[src/include/monitor_rom.svh]
`ifndef monitor_rom_svh
`define monitor_rom_svh

// Fixed monitor image
// Upper half holds the inverted word index, lower half the index itself
function automatic logic [31:0] rom_word(input int unsigned index);
  logic [15:0] low;
  low = index[15:0];
  return {~low, low};
endfunction

`endif
[src/soc_bus_pkg.sv]
package soc_bus_pkg;

  // Address map with the region picked by address bits 31:16
  localparam logic [31:0] rom_base = 32'h0000_0000;
  localparam logic [31:0] ram_base = 32'h0001_0000;
  localparam logic [31:0] led_base = 32'h0002_0000;

  localparam int rom_words = 4096;
  localparam int ram_words = 1024;
  localparam int rom_addr_bits = $clog2(rom_words);
  localparam int ram_addr_bits = $clog2(ram_words);

  typedef enum logic {
    cpu_master   = 1'b0,
    video_master = 1'b1
  } master_t;

  // One-hot select that is all zero when unmapped
  typedef struct packed {
    logic rom;
    logic ram;
    logic led;
  } chip_select_t;

  typedef struct packed {
    logic [31:0] address;
    logic [31:0] writedata;
    logic [3:0]  byteenable;
    logic        read;
    logic        write;
    master_t     master;
  } bus_req_t;

  typedef struct packed {
    bus_req_t     req;
    chip_select_t sel;
  } decoded_req_t;

  typedef struct packed {
    logic [31:0] readdata;
    logic        readvalid;
    master_t     master;
  } bus_resp_t;

  // Active-low digits 0 to F with segment g in bit 6
  localparam logic [6:0] hex_segments [16] = '{
    7'h40, 7'h79, 7'h24, 7'h30, 7'h19, 7'h12, 7'h02, 7'h78,
    7'h00, 7'h10, 7'h08, 7'h03, 7'h46, 7'h21, 7'h06, 7'h0e
  };

endpackage

[src/bus_arbiter.sv]
`timescale 1ns/1ns

module bus_arbiter (
  input  logic                  clock,
  input  logic                  rst_n,
  input  soc_bus_pkg::bus_req_t cpu_req,
  input  soc_bus_pkg::bus_req_t video_req,
  output logic                  cpu_wait,
  output logic                  video_wait,
  output soc_bus_pkg::bus_req_t granted
);

  import soc_bus_pkg::*;

  logic     cpu_valid;
  logic     video_valid;
  master_t  winner;
  bus_req_t next_req;

  assign cpu_valid   = cpu_req.read | cpu_req.write;
  assign video_valid = video_req.read | video_req.write;

  // Video reads always take the slot
  assign winner = video_req.read ? video_master : cpu_master;

  // The losing master holds its request for another cycle
  assign cpu_wait   = cpu_valid && (winner != cpu_master);
  assign video_wait = video_valid && (winner != video_master);

  // Idle CPU port gives a request with read and write low
  always_comb begin
    if (winner == video_master) begin
      next_req = video_req;
    end else begin
      next_req = cpu_req;
    end
    next_req.master = winner;
  end

  always_ff @(posedge clock or negedge rst_n) begin
    if (!rst_n) begin
      granted <= '0;
    end else begin
      granted <= next_req;
    end
  end

endmodule

[config.mk]
export PLATFORM = sky130hd
export DESIGN_NAME = bus_arbiter
export DESIGN_NICKNAME = d
export VERILOG_FILES = /design/src/include/monitor_rom.svh /design/src/soc_bus_pkg.sv /design/src/bus_arbiter.sv
export SDC_FILE = /design/constraint.sdc
export NUM_CORES = 1
export LEC_CHECK = 0
export BUFFER_PORTS_ARGS = -buffer_cell sky130_fd_sc_hd__buf_2
export CAP_MARGIN = 30
export CORE_MARGIN = 2
export CORE_UTILIZATION = 40
export DETAILED_ROUTE_END_ITERATION = 6
export HOLD_SLACK_MARGIN = 0.03
export PLACE_DENSITY = 0.78
export SYNTH_ARGS = -nofsm -noshare
export SYNTH_HDL_FRONTEND = slang
export SYNTH_SLANG_ARGS = --single-unit
[constraint.sdc]
create_clock -name clock -period 1.2 [get_ports clock]
set_input_delay 0.3 -clock clock [delete_from_list [all_inputs] [get_ports clock]]
set_output_delay 0.3 -clock clock [all_outputs]
set_load 0.01 [all_outputs]
== Word-level counts from Yosys, hierarchy flattened ==
Cells that the tools add are included.

* Register bits: 71
* Bits of input ports: 144

* Muxes and demuxes: 2
* Reductions and logical operators: 2
* Bitwise logic cells: 3

{| class="wikitable"
|+ Operator list
! kind !! number
|-
| $mux 71 || 1
|-
| $logic_and 1x1->1 || 2
|-
| $or 1x1->1 || 2
|-
| $mux 1 || 1
|-
| $not 1->1 || 1
|}

== Depth between registers and ports, before layout ==
* Word-level depth: 3
* Depth in mapped cells: 3

== Worst setup path before layout ==
Ideal clock, no wire load.

* Path kind: in2out
* Start: input video_req[2] in the netlist's numbering
* End: output video_wait
* Buffers on the path: 2
* Path slack: 0.115 ns
* Stages on the path: 3
* Arrival: 0.785 ns
* Cell sequence: buf_6 > buf_8 > nor2b_1

* Cells in the longest elaborated chain, start to end: 3
* Elaborated cells between the ends (all ways): 4
* Those cells by class: mux: 1; bitwise: 2; reduce/logical: 1

{| class="wikitable"
|+ RTL lines
! item !! line !! RTL
|-
| start, declared || bus_arbiter.sv:7 || <nowiki>input soc_bus_pkg::bus_req_t video_req,</nowiki>
|-
| $mux 1 || bus_arbiter.sv:24 || <nowiki>assign winner = video_req.read ? video_master : cpu_master;</nowiki>
|-
| $not 1->1 || bus_arbiter.sv:28 || <nowiki>assign video_wait = video_valid && (winner != video_master);</nowiki>
|-
| $logic_and 1x1->1 (*) || bus_arbiter.sv:28 ||
|-
| end, declared || bus_arbiter.sv:9 || <nowiki>output logic video_wait,</nowiki>
|}

Every way passes the cells marked *; elsewhere a longest branch is shown, timed or not.

== Worst setup path in the final report ==
* Start: register granted[46] in the netlist's numbering
* End: output granted[46] in the netlist's numbering

{| class="wikitable"
|+ RTL lines
! item !! line !! RTL
|-
| start, declared || bus_arbiter.sv:10 || <nowiki>output soc_bus_pkg::bus_req_t granted</nowiki>
|-
| start signal, assigned || bus_arbiter.sv:44 || <nowiki>granted <= next_req;</nowiki>
|}

No word-level cell between the ends.

==> qor.yml <==
synth:
  ys_seq_area_share_pct: 59.8
  avgSynthCellArea_sq_um: 19.7
  ys_ff_latch: 71
  netlist_area_sq_mm: 0.00297
  synthCells: 151
  syn-num-nets: 295
  yosys_warnings: 0
  synth_cell_types: 9
route:
  drt_pass1_iterations: 3
  drtAntennaViolNets: 0
  vias: 2087
  drt_iter0_drc: 33
  drc: 0
  drt-vias-per-instance: 4.31
  wl_per_cell_um: 14.3
  drt_wl_total_um: 6910
global_route:
  gr-usage-all-layers_pct: 17.0
  grt_util_met3_pct: 5.28
  grt_use_met1_pct: 17.3
  met2_usage_pct: 31.8
  antenna_found_initial: 0
  grt_pass1_vias: 2298
  grt_pass1_wl_um: 10700
  overflow: 0
  grt.busiest_layer: "met2"
  grt_max_degree: 72
die:
  die_y_um: 90.2
  ios: 217
  rows: 31
  start_util_pct: 41.2
  die_area_sq_mm: 0.00813
  die_w_um: 90.2
  coreArea_sq_mm: 0.00721
setup_path:
  critPathLaunchType: "register"
  crit_arrival_ps: 860
  cp.buffers_inverters: 1
  path_class: "register to primary output"
  worst-path-max-fanout: 1
  endpoint_kind: "primary output"
  cpLargestDelayFamily: "flip-flops"
  critPathMaxStageDelay_ps: 380
  cp_slowest_cell: "dfrtp_1"
  path_cells: "buf_2"
  critPathRequiredTime_ps: 900
timing:
  hold_violations: 0
  worst_slew_pin_slew_ps: 385
  setup_viol: 0
  fmax_ghz: 0.864
  fin_crit_sh_pct: 96.5
  worst_slack_ps: 42.1
  max-slew-margin-rel_pct: 74.3
  final.min_clock_period_ps: 1160
  rsz0062_at_grt: "no"
  hold_ws_ps: 194
  final_max_slew_viol_count: 0
finish:
  drive_gt1_share_pct: 80.3
  largest_register_ffs: 71
  largest_register: "granted"
  n_antenna_cell: 0
  final_common_cell: "buf_2"
  area_delta_synth_final_pct: 46.2
  final_cell_area_sq_mm: 0.00434
  instances_no_fill: 484
  nNetsFinal: 524
  reg_top3: "granted (71)"
  layout_common_cells: "buf_2 (212), dfrtp_1 (71), mux2_4 (67)"
place:
  portBuffers: 214
  dpl_cell_area_sq_mm: 0.00416
  dp_hpwl_um: 5320
  place_congestion: 0.703
  dp_slack_ps: -49.8
  placed_cells: 467
pwr:
  total_power_mw: 5.31
  power.leakage_nw: 2.40
  power.density_mw_per_mm2: 1220
  irDropWorstVdd_mv: 0.556
cts:
  clk_pin_slew_ps: 80
  root_buffer: "clkbuf_8"
  numClockSinks: 71
  clockBufferDepth: 2
  cts-htree-levels: 3
  cts_tree: "built"
  cts_resized: 0
  cts_made_buffers: 9
run:
  max-cap-violations: 0
worst_hold_path:
  hp-class: "primary input to register"
status:
  outcome: "completed"
## kinds of logic after synthesis
logic type	Yosys count	share of synthesized area, %
muxes	69	34.6
DFF	71	59.8
buffers and inverters	8	4.93
and+or+nand+nor	2	0.421
AOI/OAI and AO/OA	1	0.253
## through the flow
stage / setup TNS [ps] / util [%]
2_1_floorplan: 0 / -
3_5_place_dp: -545 / 57.6
5_1_grt: 0 / 60.2
3_3_place_gp: -358 / 57.6
4_1_cts: 0 / 60.2
6_report: 0 / 60.2
## report_power, final
group	switching, mW	leakage (nW)	internal [mW]	total [mW]
Clock	0.839	0.0894	0.859	1.70
Sequential	0.0395	0.826	2.57	2.61
Combinational	0.410	1.48	0.597	1.01
## cell usage after synthesis, drive strengths merged
cell,count,share of area (%)
mux2,69,35
dfrtp,71,60
nor2b,1,0.21
o21a,1,0.25
buf,8,4.9
or2,1,0.21
## final timing paths
path                       depth (start not counted)  slack [ps]         from     endpoint
max                                                1          40  granted[46]  granted[46]
min                                                2         190  cpu_req[14]  granted[14]
max in group asynchronous                          3         350        rst_n  granted[51]
min in group asynchronous                          3         510        rst_n  granted[15]
## per-layer routing
metal / wire, um / vias up
met5: 0 / -
met4: 95 / 0
met3: 571 / 9
met2: 3800 / 125
met1: 2440 / 976
li1: - / 977
## layout make-up
| cell class | instances | area [sq um] |
|---|---|---|
| Sequential cell | 71 | 1780 |
| Tap cell | 99 | 124 |
| Fill cell | 590 | 2870 |
| Clock buffer | 13 | 159 |
| Clock inverter | 3 | 17.5 |
| Timing Repair Buffer | 226 | 1220 |
| Multi-Input combinational cell | 72 | 1050 |
## timing repair
action | in CTS | in global routing
hold endpoints to repair | 71 | 0
hold buffers | 1 | 0
buffers inserted | 0 | 0
Power figures use the tool's default switching activity.
