### config.mk
export PLATFORM = sky130hd
export DESIGN_NAME = address_decoder
export DESIGN_NICKNAME = d
export VERILOG_FILES = /design/src/include/monitor_rom.svh /design/src/soc_bus_pkg.sv /design/src/address_decoder.sv
export SDC_FILE = /design/constraint.sdc
export NUM_CORES = 1
export LEC_CHECK = 0
export BUFFER_PORTS_ARGS = -buffer_cell sky130_fd_sc_hd__buf_4
export CAP_MARGIN = 5
export CORE_MARGIN = 5
export CORE_UTILIZATION = 25
export CTS_CLUSTER_DIAMETER = 150
export DETAILED_ROUTE_END_ITERATION = 10
export PLACE_DENSITY = 0.54
export SLEW_MARGIN = 20
export SYNTH_ARGS = -nofsm -noshare
export SYNTH_HDL_FRONTEND = slang
export SYNTH_SLANG_ARGS = --single-unit
### constraint.sdc
create_clock -name clock -period 0.8 [get_ports clock]
set_input_delay 0.12 -clock clock [delete_from_list [all_inputs] [get_ports clock]]
set_output_delay 0.12 -clock clock [all_outputs]
set_load 0.02 [all_outputs]
### src/include/monitor_rom.svh
`ifndef monitor_rom_svh
`define monitor_rom_svh

// Fixed monitor image
// Upper half holds the inverted word index, lower half the index itself
function automatic logic [31:0] rom_word(input int unsigned index);
  logic [15:0] low;
  low = index[15:0];
  return {~low, low};
endfunction

`endif
### src/soc_bus_pkg.sv
package soc_bus_pkg;

  // Address map with the region picked by address bits 31:16
  localparam logic [31:0] rom_base = 32'h0000_0000;
  localparam logic [31:0] ram_base = 32'h0001_0000;
  localparam logic [31:0] led_base = 32'h0002_0000;

  localparam int rom_words = 4096;
  localparam int ram_words = 1024;
  localparam int rom_addr_bits = $clog2(rom_words);
  localparam int ram_addr_bits = $clog2(ram_words);

  typedef enum logic {
    cpu_master   = 1'b0,
    video_master = 1'b1
  } master_t;

  // One-hot select that is all zero when unmapped
  typedef struct packed {
    logic rom;
    logic ram;
    logic led;
  } chip_select_t;

  typedef struct packed {
    logic [31:0] address;
    logic [31:0] writedata;
    logic [3:0]  byteenable;
    logic        read;
    logic        write;
    master_t     master;
  } bus_req_t;

  typedef struct packed {
    bus_req_t     req;
    chip_select_t sel;
  } decoded_req_t;

  typedef struct packed {
    logic [31:0] readdata;
    logic        readvalid;
    master_t     master;
  } bus_resp_t;

  // Active-low digits 0 to F with segment g in bit 6
  localparam logic [6:0] hex_segments [16] = '{
    7'h40, 7'h79, 7'h24, 7'h30, 7'h19, 7'h12, 7'h02, 7'h78,
    7'h00, 7'h10, 7'h08, 7'h03, 7'h46, 7'h21, 7'h06, 7'h0e
  };

endpackage

### src/address_decoder.sv
`timescale 1ns/1ns

module address_decoder (
  input  logic                      clock,
  input  logic                      rst_n,
  input  soc_bus_pkg::bus_req_t     req,
  output soc_bus_pkg::decoded_req_t decoded
);

  import soc_bus_pkg::*;

  logic         valid;
  logic [15:0]  region;
  logic [13:0]  word_index;
  chip_select_t sel;

  assign valid      = req.read | req.write;
  assign region     = req.address[31:16];
  assign word_index = req.address[15:2];

  // Region match plus a depth check inside the region
  always_comb begin
    sel = '0;
    if (valid) begin
      sel.rom = (region == rom_base[31:16]) && (word_index < 14'(rom_words));
      sel.ram = (region == ram_base[31:16]) && (word_index < 14'(ram_words));
      // LED register is a single word
      sel.led = (region == led_base[31:16]) && (word_index == '0);
    end
  end

  always_ff @(posedge clock or negedge rst_n) begin
    if (!rst_n) begin
      decoded <= '0;
    end else begin
      decoded.req <= req;
      decoded.sel <= sel;
    end
  end

endmodule

== Word level (Yosys, flattened, before mapping) ==
Cells that the tools add are included.

* Flip-flop bits (word level): 74
* Bits in latches: 0
* RAM bits: 0
* ROM bits: 0
* Bits of input ports: 73
* Output and inout bits: 74
* Word-level logic and storage cells: 20
* Memories kept: 0

* $add $sub $neg: 0
* Multiply operators: 0
* Div/mod/pow operators: 0
* Magnitude comparators: 2
* Equal/unequal tests: 2
* Shift-type cells: 0
* Muxes and demuxes: 1
* Bitwise operators: 1
* Reductions and logical operators: 5

{| class="wikitable"
|+ Operators with widths
! operator !! count
|-
| 16-bit by 1-bit == test with 1-bit output, second input constant || 1
|-
| 16-bit by 2-bit == test with 1-bit output, second input constant || 1
|-
| 16-bit logical NOT || 1
|-
| 14-bit logical NOT || 1
|-
| 14-bit by 11-bit less-than comparator with 1-bit output, second input constant || 1
|-
| 14-bit by 13-bit less-than comparator with 1-bit output, second input constant || 1
|-
| 1-bit logical AND || 3
|-
| 3-bit 2-to-1 mux || 1
|-
| 1-bit OR || 1
|}

== Depth between registers and ports, before layout ==
* Depth in word-level cells: 3
* Depth in mapped cells: 3
* Mapped depth without buffers: 3

== Least setup slack after synthesis ==
Ideal clock, no wire load.

* Path kind: input to register
* From: input port req[62] (netlist name)
* To: register decoded[0] (netlist name)
* Setup time: 81 ps
* Arrival time: 714 ps
* Required time: 719 ps
* Slack: 5 ps
* Stages on the path: 3
* Path buffers: 0
* Cell sequence: nor4_2 o211ai_1 nor3_2

{| class="wikitable"
|+ RTL lines
! element !! line !! RTL
|-
| start: declaration || address_decoder.sv:6 || <nowiki>input soc_bus_pkg::bus_req_t req,</nowiki>
|-
| end: declaration || address_decoder.sv:7 || <nowiki>output soc_bus_pkg::decoded_req_t decoded</nowiki>
|}

== Worst setup path in the final report ==
* From: register decoded[38] (netlist name)
* To: output port decoded[38] (netlist name)

No word-level cell between the ends.

==> results.txt <==
Outcome = complete, but fails checks
Violated checks = negative setup slack
Antenna diodes = 0
Worst Path Max Fanout = 1
CTS tree = built
Register area = 1850 um2
Antenna violations before repair = 0
Power consumption = 8190 uW
Yosys warning count = 0
Max FFs per register = 74
Clk pwr share = 34.3%
GRT overflow = 0
Slowest stage delay, CP = 0.40 ns
WL per Instance = 15.6 um
Synth Area in Compound Gates = 0.379%
Top post-synthesis cells by count = dfrtp_1, nor4_2, nand4_1, nor2_1, nor3_2
Largest net degree at the start of global routing = 35
Die area = 9810 um2
Setup TNS = -12.03 ns
Critical-path top delay cell = dfrtp_1
Switching part of the total = 23.8%
Yosys top cell area share = 93.4%
Fmax = 1010 MHz
Most flops, register = decoded
Count leader, synth = dfrtp_1
Die span in y = 99.1 um
Rows = 32
Total number of vias = 1661
Detail Placement HPWL = 4230 um
Hold slack final = 0.0534 ns
Starting Density = 25.7%
Detailed Route WL = 6710 um
CP Buf/Inv Count = 1
Crit path required time = 0.68 ns
Unrepaired setup endpoints after global routing = true
First-pass GRT wire length = 10300 um
Initial drt markers = 23
Hold Path Class = in2reg
Cell count after synthesis = 90
Root Buffer Master = clkbuf_8
Setup crit end kind = output port
Port Buffers = 146
Seq pwr share = 48.9%
Synth Area in Simple Gates = 6.25%
Largest cells by area after synthesis = dfrtp_1, nor4_2, nor3_2, nand4_1, nor4b_1
Internal power = 6240 uW
Crit path DAT = 0.87 ns
Syn Nets = 163
Area leader, netlist = dfrtp_1
Xor-xnor portion of the synthesized cell area = 0%
Number of global-route vias before repair = 1868
Crit path depth = 1
Setup Buffers After CTS = 0
Setup ws final = -0.190 ns
Post-route DRC = 0
Clk pin slew, worst setup/hold paths = 0.07 ns
Inst Count DP = 344
Sequential area share after synthesis = 93.4%
Post-route insts no fill = 431
Setup CP Type = reg2out
Final Hold Vio Count = 0
VDD IR-drop max = 0.000830 V
GRT Overall Usage = 13.9%
Leak = 0.00211 uW
Final worst-path cycle share = 124%
Syn Std Cell Area = 1980 um2
Worst Max-Slew Pin Slew = 0.377 ns
Shortest period the worst path allows = 0.990 ns
Average cell area after synthesis = 22.0 um2
Longest Clk Path Bufs = 2
Main combinational cell family by area after synthesis = simple AND/OR/NAND/NOR gates
Kind of cell adding the most delay to the critical path = flip-flops
Final nets = 398
Share of cells above drive strength 1 = 52.6%
Adder-cell area share of the yosys netlist = 0%
Worst setup path end = decoded[38]
Ys async rst share = 100%
CP Launch Type = flip-flop
IO Count = 147
Crit-path cells = buf_6
Gate power share = 16.7%
Max-cap viol count = 0
Worst relative slew slack = 74.5%
Post-route ant nets = 0
Number of synthesized flops with an enable pin = 0
Setup Viol. Count Final = 74
Layout fillers = 618
Core Area = 7730 um2
Net switching power figure = 1950 uW
RD Place Congestion = 0.726
Pwr Density = 1830 nW/um2
H-tree depth = 3
Clk sinks = 74
Worst Setup SP = decoded[38]
Synth Register Bits = 74
Largest regs = decoded: 74 flops
Vias/cell = 3.85
Fin. max-slew vios = 0
Multiplexer share of the synthesized area = 0%
Width of the die = 99.1 um
Synth cell types = 11
Multi-input logic area = 131 um2
Top FF cell, synth = dfrtp_1
Pre-Repair DR Iteration Count = 4
CTS buffer count = 9
Area Overhead vs Synth = 125%
metal layers:
metal  wire length (um)  global-route usage [%]
met5                  0                       0
met4                115                    5.78
met3                661                    5.80
met2               3340                    22.3
met1               2590                    16.5
logic make-up (layout without fill, tap and decap cells):
logic type / count (synthesis) / in the layout
simple gates: 15 / 15
buf+inv: 0 / 239
flops: 74 / 74
compound gates: 1 / 1
cell type report:
type / instances / area share, %
well taps: 102 / 2.86
flip-flops and latches: 74 / 41.4
clock buffers: 10 / 3.08
repair buffers: 224 / 48.4
clock inverters: 5 / 1.23
multi-input cells: 16 / 2.94
placed cells by master (no fill, tap or decap):
master,n
nand3b_1,1
dfrtp_1,74
buf_6,74
clkinvlp_4,2
nor4_2,4
clkinv_2,2
bufinv_16,1
nor4_1,1
buf_12,2
nor4b_1,1
nor2_1,2
buf_4,76
clkbuf_8,10
nand4_1,2
dlygate4sd3_1,72
nor3_1,1
nor2b_1,1
nor3_2,2
o211ai_1,1
tightest hold or removal path, stage by stage:
cell	delay, ns
buf_4	0.08
buf_4	0.11
nor3_2	0.04
metrics by stage:
step | instance area [um2] | util (%) | setup slack [ns]
after floorplan | 1980 | - | 0.00500
after global placement | 3280 | 42.4 | -0.230
final | 4470 | 57.8 | -0.190
after CTS | 4470 | 57.8 | -0.219
after global routing | 4470 | 57.8 | -0.238
after detailed placement | 3280 | 42.4 | -0.260
power groups by stage:
stage | combinational, uW | sequential (uW) | clock, uW
detailed placement | 983 | 4040 | 0
finish | 1370 | 4010 | 2810
CTS | 1370 | 4000 | 2910
global placement | 975 | 4040 | 0
floorplan | 15.0 | 4290 | 0
global route | 1450 | 4020 | 3070
worst min-delay path by stage:
stage | start | to | slack (ns) | depth (start not counted)
CTS | req[56] | decoded[2] | 0.03 | 3
global route | req[56] | decoded[2] | 0.05 | 3
finish | req[56] | decoded[2] | 0.05 | 3
detailed placement | rst_n | decoded[18] | -0.03 | 1
floorplan | rst_n | decoded[0] | -0.18 | 0
global placement | rst_n | decoded[15] | -0.02 | 1
what timing repair did:
action | in CTS | in global routing
resized for setup | 74 | 0
endpoints found under the setup margin | 74 | 74
hold buffers | 72 | 0
hold endpoints to repair | 145 | 0
gates cloned | 0 | 0
No activity file was read; power rests on OpenSTA's default activity.
