[src/include/monitor_rom.svh]
`ifndef monitor_rom_svh
`define monitor_rom_svh

// Fixed monitor image
// Upper half holds the inverted word index, lower half the index itself
function automatic logic [31:0] rom_word(input int unsigned index);
  logic [15:0] low;
  low = index[15:0];
  return {~low, low};
endfunction

`endif
[src/soc_bus_pkg.sv]
package soc_bus_pkg;

  // Address map with the region picked by address bits 31:16
  localparam logic [31:0] rom_base = 32'h0000_0000;
  localparam logic [31:0] ram_base = 32'h0001_0000;
  localparam logic [31:0] led_base = 32'h0002_0000;

  localparam int rom_words = 4096;
  localparam int ram_words = 1024;
  localparam int rom_addr_bits = $clog2(rom_words);
  localparam int ram_addr_bits = $clog2(ram_words);

  typedef enum logic {
    cpu_master   = 1'b0,
    video_master = 1'b1
  } master_t;

  // One-hot select that is all zero when unmapped
  typedef struct packed {
    logic rom;
    logic ram;
    logic led;
  } chip_select_t;

  typedef struct packed {
    logic [31:0] address;
    logic [31:0] writedata;
    logic [3:0]  byteenable;
    logic        read;
    logic        write;
    master_t     master;
  } bus_req_t;

  typedef struct packed {
    bus_req_t     req;
    chip_select_t sel;
  } decoded_req_t;

  typedef struct packed {
    logic [31:0] readdata;
    logic        readvalid;
    master_t     master;
  } bus_resp_t;

  // Active-low digits 0 to F with segment g in bit 6
  localparam logic [6:0] hex_segments [16] = '{
    7'h40, 7'h79, 7'h24, 7'h30, 7'h19, 7'h12, 7'h02, 7'h78,
    7'h00, 7'h10, 7'h08, 7'h03, 7'h46, 7'h21, 7'h06, 7'h0e
  };

endpackage

[src/hex_display.sv]
`timescale 1ns/1ns

module hex_display (
  input  logic                      clock,
  input  logic                      rst_n,
  input  soc_bus_pkg::decoded_req_t decoded,
  output logic [7:0][6:0]           hex
);

  import soc_bus_pkg::*;

  logic       valid;
  logic [3:0] nibble [8];

  assign valid = decoded.req.read | decoded.req.write;

  // Digit 7 is the top nibble
  always_comb begin
    for (int d = 0; d < 8; d++) begin
      nibble[d] = decoded.req.address[4*d +: 4];
    end
  end

  always_ff @(posedge clock or negedge rst_n) begin
    if (!rst_n) begin
      for (int d = 0; d < 8; d++) begin
        hex[d] <= hex_segments[0];
      end
    end else if (valid) begin
      for (int d = 0; d < 8; d++) begin
        hex[d] <= hex_segments[nibble[d]];
      end
    end
  end

endmodule

[config.mk]
export PLATFORM = sky130hd
export DESIGN_NAME = hex_display
export DESIGN_NICKNAME = d
export VERILOG_FILES = /design/src/include/monitor_rom.svh /design/src/soc_bus_pkg.sv /design/src/hex_display.sv
export SDC_FILE = /design/constraint.sdc
export NUM_CORES = 1
export LEC_CHECK = 0
export ABC_CLOCK_PERIOD_IN_PS = 850
export BUFFER_PORTS_ARGS = -buffer_cell sky130_fd_sc_hd__buf_2
export CAP_MARGIN = 20
export CORE_MARGIN = 1.5
export CORE_UTILIZATION = 52
export DETAILED_ROUTE_END_ITERATION = 6
export PLACE_DENSITY = 0.81
export SETUP_SLACK_MARGIN = 0.05
export SYNTH_ARGS = -nofsm -noshare
export SYNTH_HDL_FRONTEND = slang
export SYNTH_SLANG_ARGS = --single-unit
[constraint.sdc]
create_clock -name clock -period 0.85 [get_ports clock]
set_input_delay 0 -clock clock [delete_from_list [all_inputs] [get_ports clock]]
set_output_delay 0 -clock clock [all_outputs]
set_load 0.02 [all_outputs]
# Yosys cells after proc, flatten, opt, wreduce, memory -nomap -nowiden
# Memories as Yosys holds them, arrays and structs flattened. A register that Yosys moved wholly into a read port is not among the register bits.
# Index checks and enable logic that the tools add are counted.
[classes] div_mod_pow=0 muxes=0 n_reduce_logical=8 multipliers=0 shift=0 addsub=0 eq_ne=0 n_bitwise=9 order_cmp=0
[op_table] cell="4-bit inverter with 5-bit output" count=8
[op_table] cell="1-bit logical NOT" count=8
[op_table] cell="1-bit OR" count=1
[totals] mem_count=8 out_inout_bits=56 mem_bits_rw=0 mem_bits_ro=896 reg_bits=0 latch_bits=0
[memory_table] name="(no name shown)" words=16 word_bits=7 read_ports=1 rd_ports_with_merged_regs=1 write_ports=0 line="hex_display.sv:31" text="hex[d] <= hex_segments[nibble[d]];"
[memory_table] name="(no name shown)" words=16 word_bits=7 read_ports=1 rd_ports_with_merged_regs=1 write_ports=0 line="hex_display.sv:31"
[memory_table] name="(no name shown)" words=16 word_bits=7 read_ports=1 rd_ports_with_merged_regs=1 write_ports=0 line="hex_display.sv:31"
[memory_table] name="(no name shown)" words=16 word_bits=7 read_ports=1 rd_ports_with_merged_regs=1 write_ports=0 line="hex_display.sv:31"
[memory_table] name="(no name shown)" words=16 word_bits=7 read_ports=1 rd_ports_with_merged_regs=1 write_ports=0 line="hex_display.sv:31"
[memory_table] name="(no name shown)" words=16 word_bits=7 read_ports=1 rd_ports_with_merged_regs=1 write_ports=0 line="hex_display.sv:31"
[memory_table] name="+2 memories"

# Depth between registers and ports, before layout
[logic_depth] depth_word=1 mapped_depth=5

# Worst setup path after synthesis
# Ideal clock, no wire load.
[synth_timing] path_type="input to register" startpoint="in decoded[71] (netlist name)" endpoint="reg hex[52] (netlist name)" t_required_ps=713 path_stages=5 arrival_ps=806 setup_slack_ps=-93 path_cell_list="inv_1 -> ha_1 -> nor2b_1 -> a2111oi_0 -> nor3_1"
[synth_via] elab_chain_cells=1
[synth_lines] item="from (decl)" line="hex_display.sv:6" text="input soc_bus_pkg::decoded_req_t decoded,"
[synth_lines] item="4-bit inverter with 5-bit output (implied by the code)" line="hex_display.sv:31"
[synth_lines] item="to (decl)" line="hex_display.sv:7" text="output logic [7:0][6:0] hex"
# Every way passes these cells.

# Worst setup path after layout
[layout_timing] startpoint="reg hex[27] (netlist name)" endpoint="out hex[27] (netlist name)"
# No word-level cell between the ends.

==> impl.org <==
** Floorplanning
- Initial cell density of the core :: between 50% and 60%
- The region available for standard cell placement spans 7730 um2.
- I/O pin total :: between 100 and 150
- The floorplan step set the die height to between 90 and 100 um.
- Floorplan row count :: 32
- The die covers approximately 8600 um2.
- From left edge to right edge, the die measures 92.5 um.

** Placed design
- Input and output buffers added on the ports amount to just over 90.
- Once detailed placement completed, the half-perimeter wirelength came to about 8200 um.
- Placer Congestion :: 0.876

** Critical path
- Critical Path Sink Type :: output pin
- Traced cell by cell, the critical path runs through buf_6.
- Largest stage delay on the critical path :: ~570 ps
- At the worst endpoint, the arrival time is 1020 ps.
- STA classifies the critical path startpoint as a flop.
- The kind of cell with the highest combined delay along the critical path is flip-flops.
- Peak fanout along the critical path :: 2
- Highest-delay cell along the critical path :: sky130_fd_sc_hd__dfstp_2
- The number of buffers and inverters on the critical path is 1.
- STA puts the critical path data required time at approximately 850 ps.
- The worst setup path is of the flop to output pin kind.

** STA
- The max-slew violation count came to 0.
- Worst Hold Slack :: between 10 and 15 ps
- The clock arrives with 0 ps of skew.
- The hold violation count in the final report is 0.
- Number of setup violations in the final report :: 58
- Actual transition at the worst max-transition pin :: 423 ps
- Final worst-path cycle share :: 119%
- Counting I/O delays and the setup requirement, the final critical path takes around 1000 ps.
- Setup repair after global routing missed its margin :: yes
- Headroom to the max-slew limit came out at a little under three quarters.
- Based on the critical path, the design can be clocked at up to 985 MHz.
- In the post-route analysis, the smallest setup slack over all paths is -165 ps.
- Final setup TNS :: -2470 ps

** Flow run
- The tool flagged a number of max-cap violations equal to 0.

** Global routing
- Total congestion overflow after global routing :: 0
- In the global route stage, overall resource usage came out at between 20% and 30%.
- The via count of the first global-routing pass came to 4141.
- The number of antenna violations at the first check in global routing is 0.
- First-pass GRT wire length :: slightly below 20000 um
- Maximum number of pins on one net before global-route repair :: 57

** Finish
- Antenna diode count :: 0
- Of the cells placed in the final design, the portion with a size suffix greater than 1 is 50.0%.
- Counting flops per register, the top entry is hex.
- Number of flip-flops under the largest register name :: 56
- In the final layout, the registers with the most flip-flops are hex x56.
- Area of combinational cells with multiple inputs :: 2910 um2
- Layout-stage area growth over the synthesis result :: 51.2%
- Fill cells in the final layout number between 400 and 500.
- Number of nets at the end of the flow :: roughly 740
- Flip-flop and latch area :: approximately 1400 um2

** Clock network
- Clock-pin slew was measured on the worst setup and hold paths at ~120 ps.
- The number of clock buffers added by TritonCTS is 5.
- Clock tree synthesis found a total of between 50 and 60 sinks.
- CTS tree :: done
- Total number of H-tree levels :: 2
- Clock tree synthesis selected as its root buffer the cell sky130_fd_sc_hd__clkbuf_8.
- Clock Latency Late Sink :: between 300 and 400 ps
- Maximum clock insertion buffer count :: 2

** Drt
- Count of nets left with antenna violations after detail routing :: 0
- Drc violations :: 0
- Total Routed Length :: around 12000 um
- The first TritonRoute pass finished after 5 iterations.
- Vias per inst :: 5.70
- Overall via count from detail_route :: just over 4000
- Wire per inst :: about 17 um
- Number of DRC markers after the initial detailed-route iteration :: 190

** Yosys
- Fraction of post-synthesis cell area in the top cell type by area :: around 29%
- The Yosys step of the flow raised 0 warnings.
- Post-synthesis cell count :: between 400 and 500
- Count of unique library cells instantiated by Yosys :: 38
- Cell with the most instances after synthesis :: sky130_fd_sc_hd__nor2_1
- Cell types with the highest counts after synthesis :: sky130_fd_sc_hd__nor2_1, sky130_fd_sc_hd__ha_1, sky130_fd_sc_hd__dfrtp_1
- After synthesis, the mean cell area works out to between 9 and 10 um2.
- Ys flop type :: sky130_fd_sc_hd__dfrtp_1
- Top cells by area, synth :: sky130_fd_sc_hd__dfrtp_1, sky130_fd_sc_hd__ha_1, sky130_fd_sc_hd__mux2_2, sky130_fd_sc_hd__a21oi_1, sky130_fd_sc_hd__nor2_1
- Total of flip-flops plus latches after synthesis :: between 50 and 60
- Of all cell types, the one taking the most synthesized area is sky130_fd_sc_hd__dfrtp_1.
- Post-synth EDFFs :: 0
- In the synthesized netlist the async set-or-reset flop fraction comes to 100%.
- When the netlist entered floorplanning its net count stood at 582.
- Summing every instance area after synthesis gives around 4200 um2.
- Sequential elements use 33.9% of the synthesized area.

** Pwr
- In this run the power density over the cells is between 1000 and 1500 nW/um2.
- Design Power :: approximately 8.4 mW
- The worst-case IR drop observed on VDD is 0.00110 V.
- For this design the static power due to leakage is a little under 3 nW.

** Outcome
- Failing checks :: setup timing
- Outcome :: finished, violations left

** Hold path
- The path class of the tightest hold or removal check is input pin to flop.
[path summary, 6_finish.rpt]
check,startpoint,end,slack [ps],depth (start not counted)
worst max-delay path,hex[27]$_DFFE_PN1P_,hex[27],-170,1
worst min-delay path,decoded[68],hex[43]$_DFFE_PN0P_,10,3
worst max register to register,hex[41]$_DFFE_PN1P_,hex[41]$_DFFE_PN1P_,-50,3
worst min register to register,hex[20]$_DFFE_PN1P_,hex[20]$_DFFE_PN1P_,510,2
max in group asynchronous,rst_n,hex[34]$_DFFE_PN1P_,330,3
min in group asynchronous,rst_n,hex[11]$_DFFE_PN0P_,180,3
[cells in the final DEF (no fill, tap or decap), types with 9 or more instances in the layout]
cell                        count
sky130_fd_sc_hd__nor3_1        17
sky130_fd_sc_hd__a2111oi_2     10
sky130_fd_sc_hd__ha_2           9
sky130_fd_sc_hd__nand2b_1      12
sky130_fd_sc_hd__buf_6         70
sky130_fd_sc_hd__nor2_1        46
sky130_fd_sc_hd__nand2_1       25
sky130_fd_sc_hd__buf_4         77
sky130_fd_sc_hd__buf_2         30
sky130_fd_sc_hd__mux2i_1        9
sky130_fd_sc_hd__ha_1          39
sky130_fd_sc_hd__o21ai_0       12
sky130_fd_sc_hd__mux2_2        23
sky130_fd_sc_hd__a21oi_1       38
sky130_fd_sc_hd__dfrtp_1       48
[kinds of logic (layout without fill, tap and decap cells)]
family / after synthesis / in the layout / synth area share (%)
compound gates: 120 / 120 / 19.9
simple gates: 137 / 137 / 15.1
buf+inv: 49 / 211 / 5.98
flops: 56 / 56 / 33.9
fa+ha+maj: 56 / 56 / 16.8
mux: 32 / 32 / 8.38
[layer usage]
| metal | part of all wire [%] | global-route usage, % | vias up | routed length (um) |
|---|---|---|---|---|
| li1 | - | - | 1904 | - |
| met1 | 40 | 33.9 | 1993 | 4920 |
| met2 | 53 | 51.5 | 137 | 6520 |
| met3 | 4.4 | 4.02 | 35 | 538 |
| met4 | 2.6 | 8.97 | 0 | 318 |
| met5 | 0 | 0 | - | 0 |
[cell type report]
cell class	instances	area share (%)
Inverter	16	1.47
Sequential cell	56	22.4
Tap cell	102	2.03
Timing Repair Buffer	187	26.1
Multi-Input combinational cell	345	46.1
Clock buffer	5	1.09
Clock inverter	3	0.755
[report_power, final]
| part | switching, mW | internal (mW) | total [mW] |
|---|---|---|---|
| Sequential | 0.267 | 2.99 | 3.26 |
| Combinational | 1.63 | 1.64 | 3.28 |
| Clock | 0.988 | 0.891 | 1.88 |
[what timing repair did]
item                                    CTS  global route
setup buffers                            16             3
endpoints found under the setup margin   58            92
hold buffers                              1             0
pin swaps                                 5            19
hold endpoints to repair                 56             0
gates resized for setup                 118            61
[per-stage QoR]
step                      std cells  cell area, um2  setup slack [ps]  utilization (%)
after floorplan                 450            4470              19.9                -
after global placement          686            5430              -233             70.2
after detailed placement        686            5430              -307             70.2
after CTS                       711            6050              -169             78.3
after global routing            714            6300              -193             81.5
final                           714            6300              -165             81.5
(Power assumes the default switching activity.)
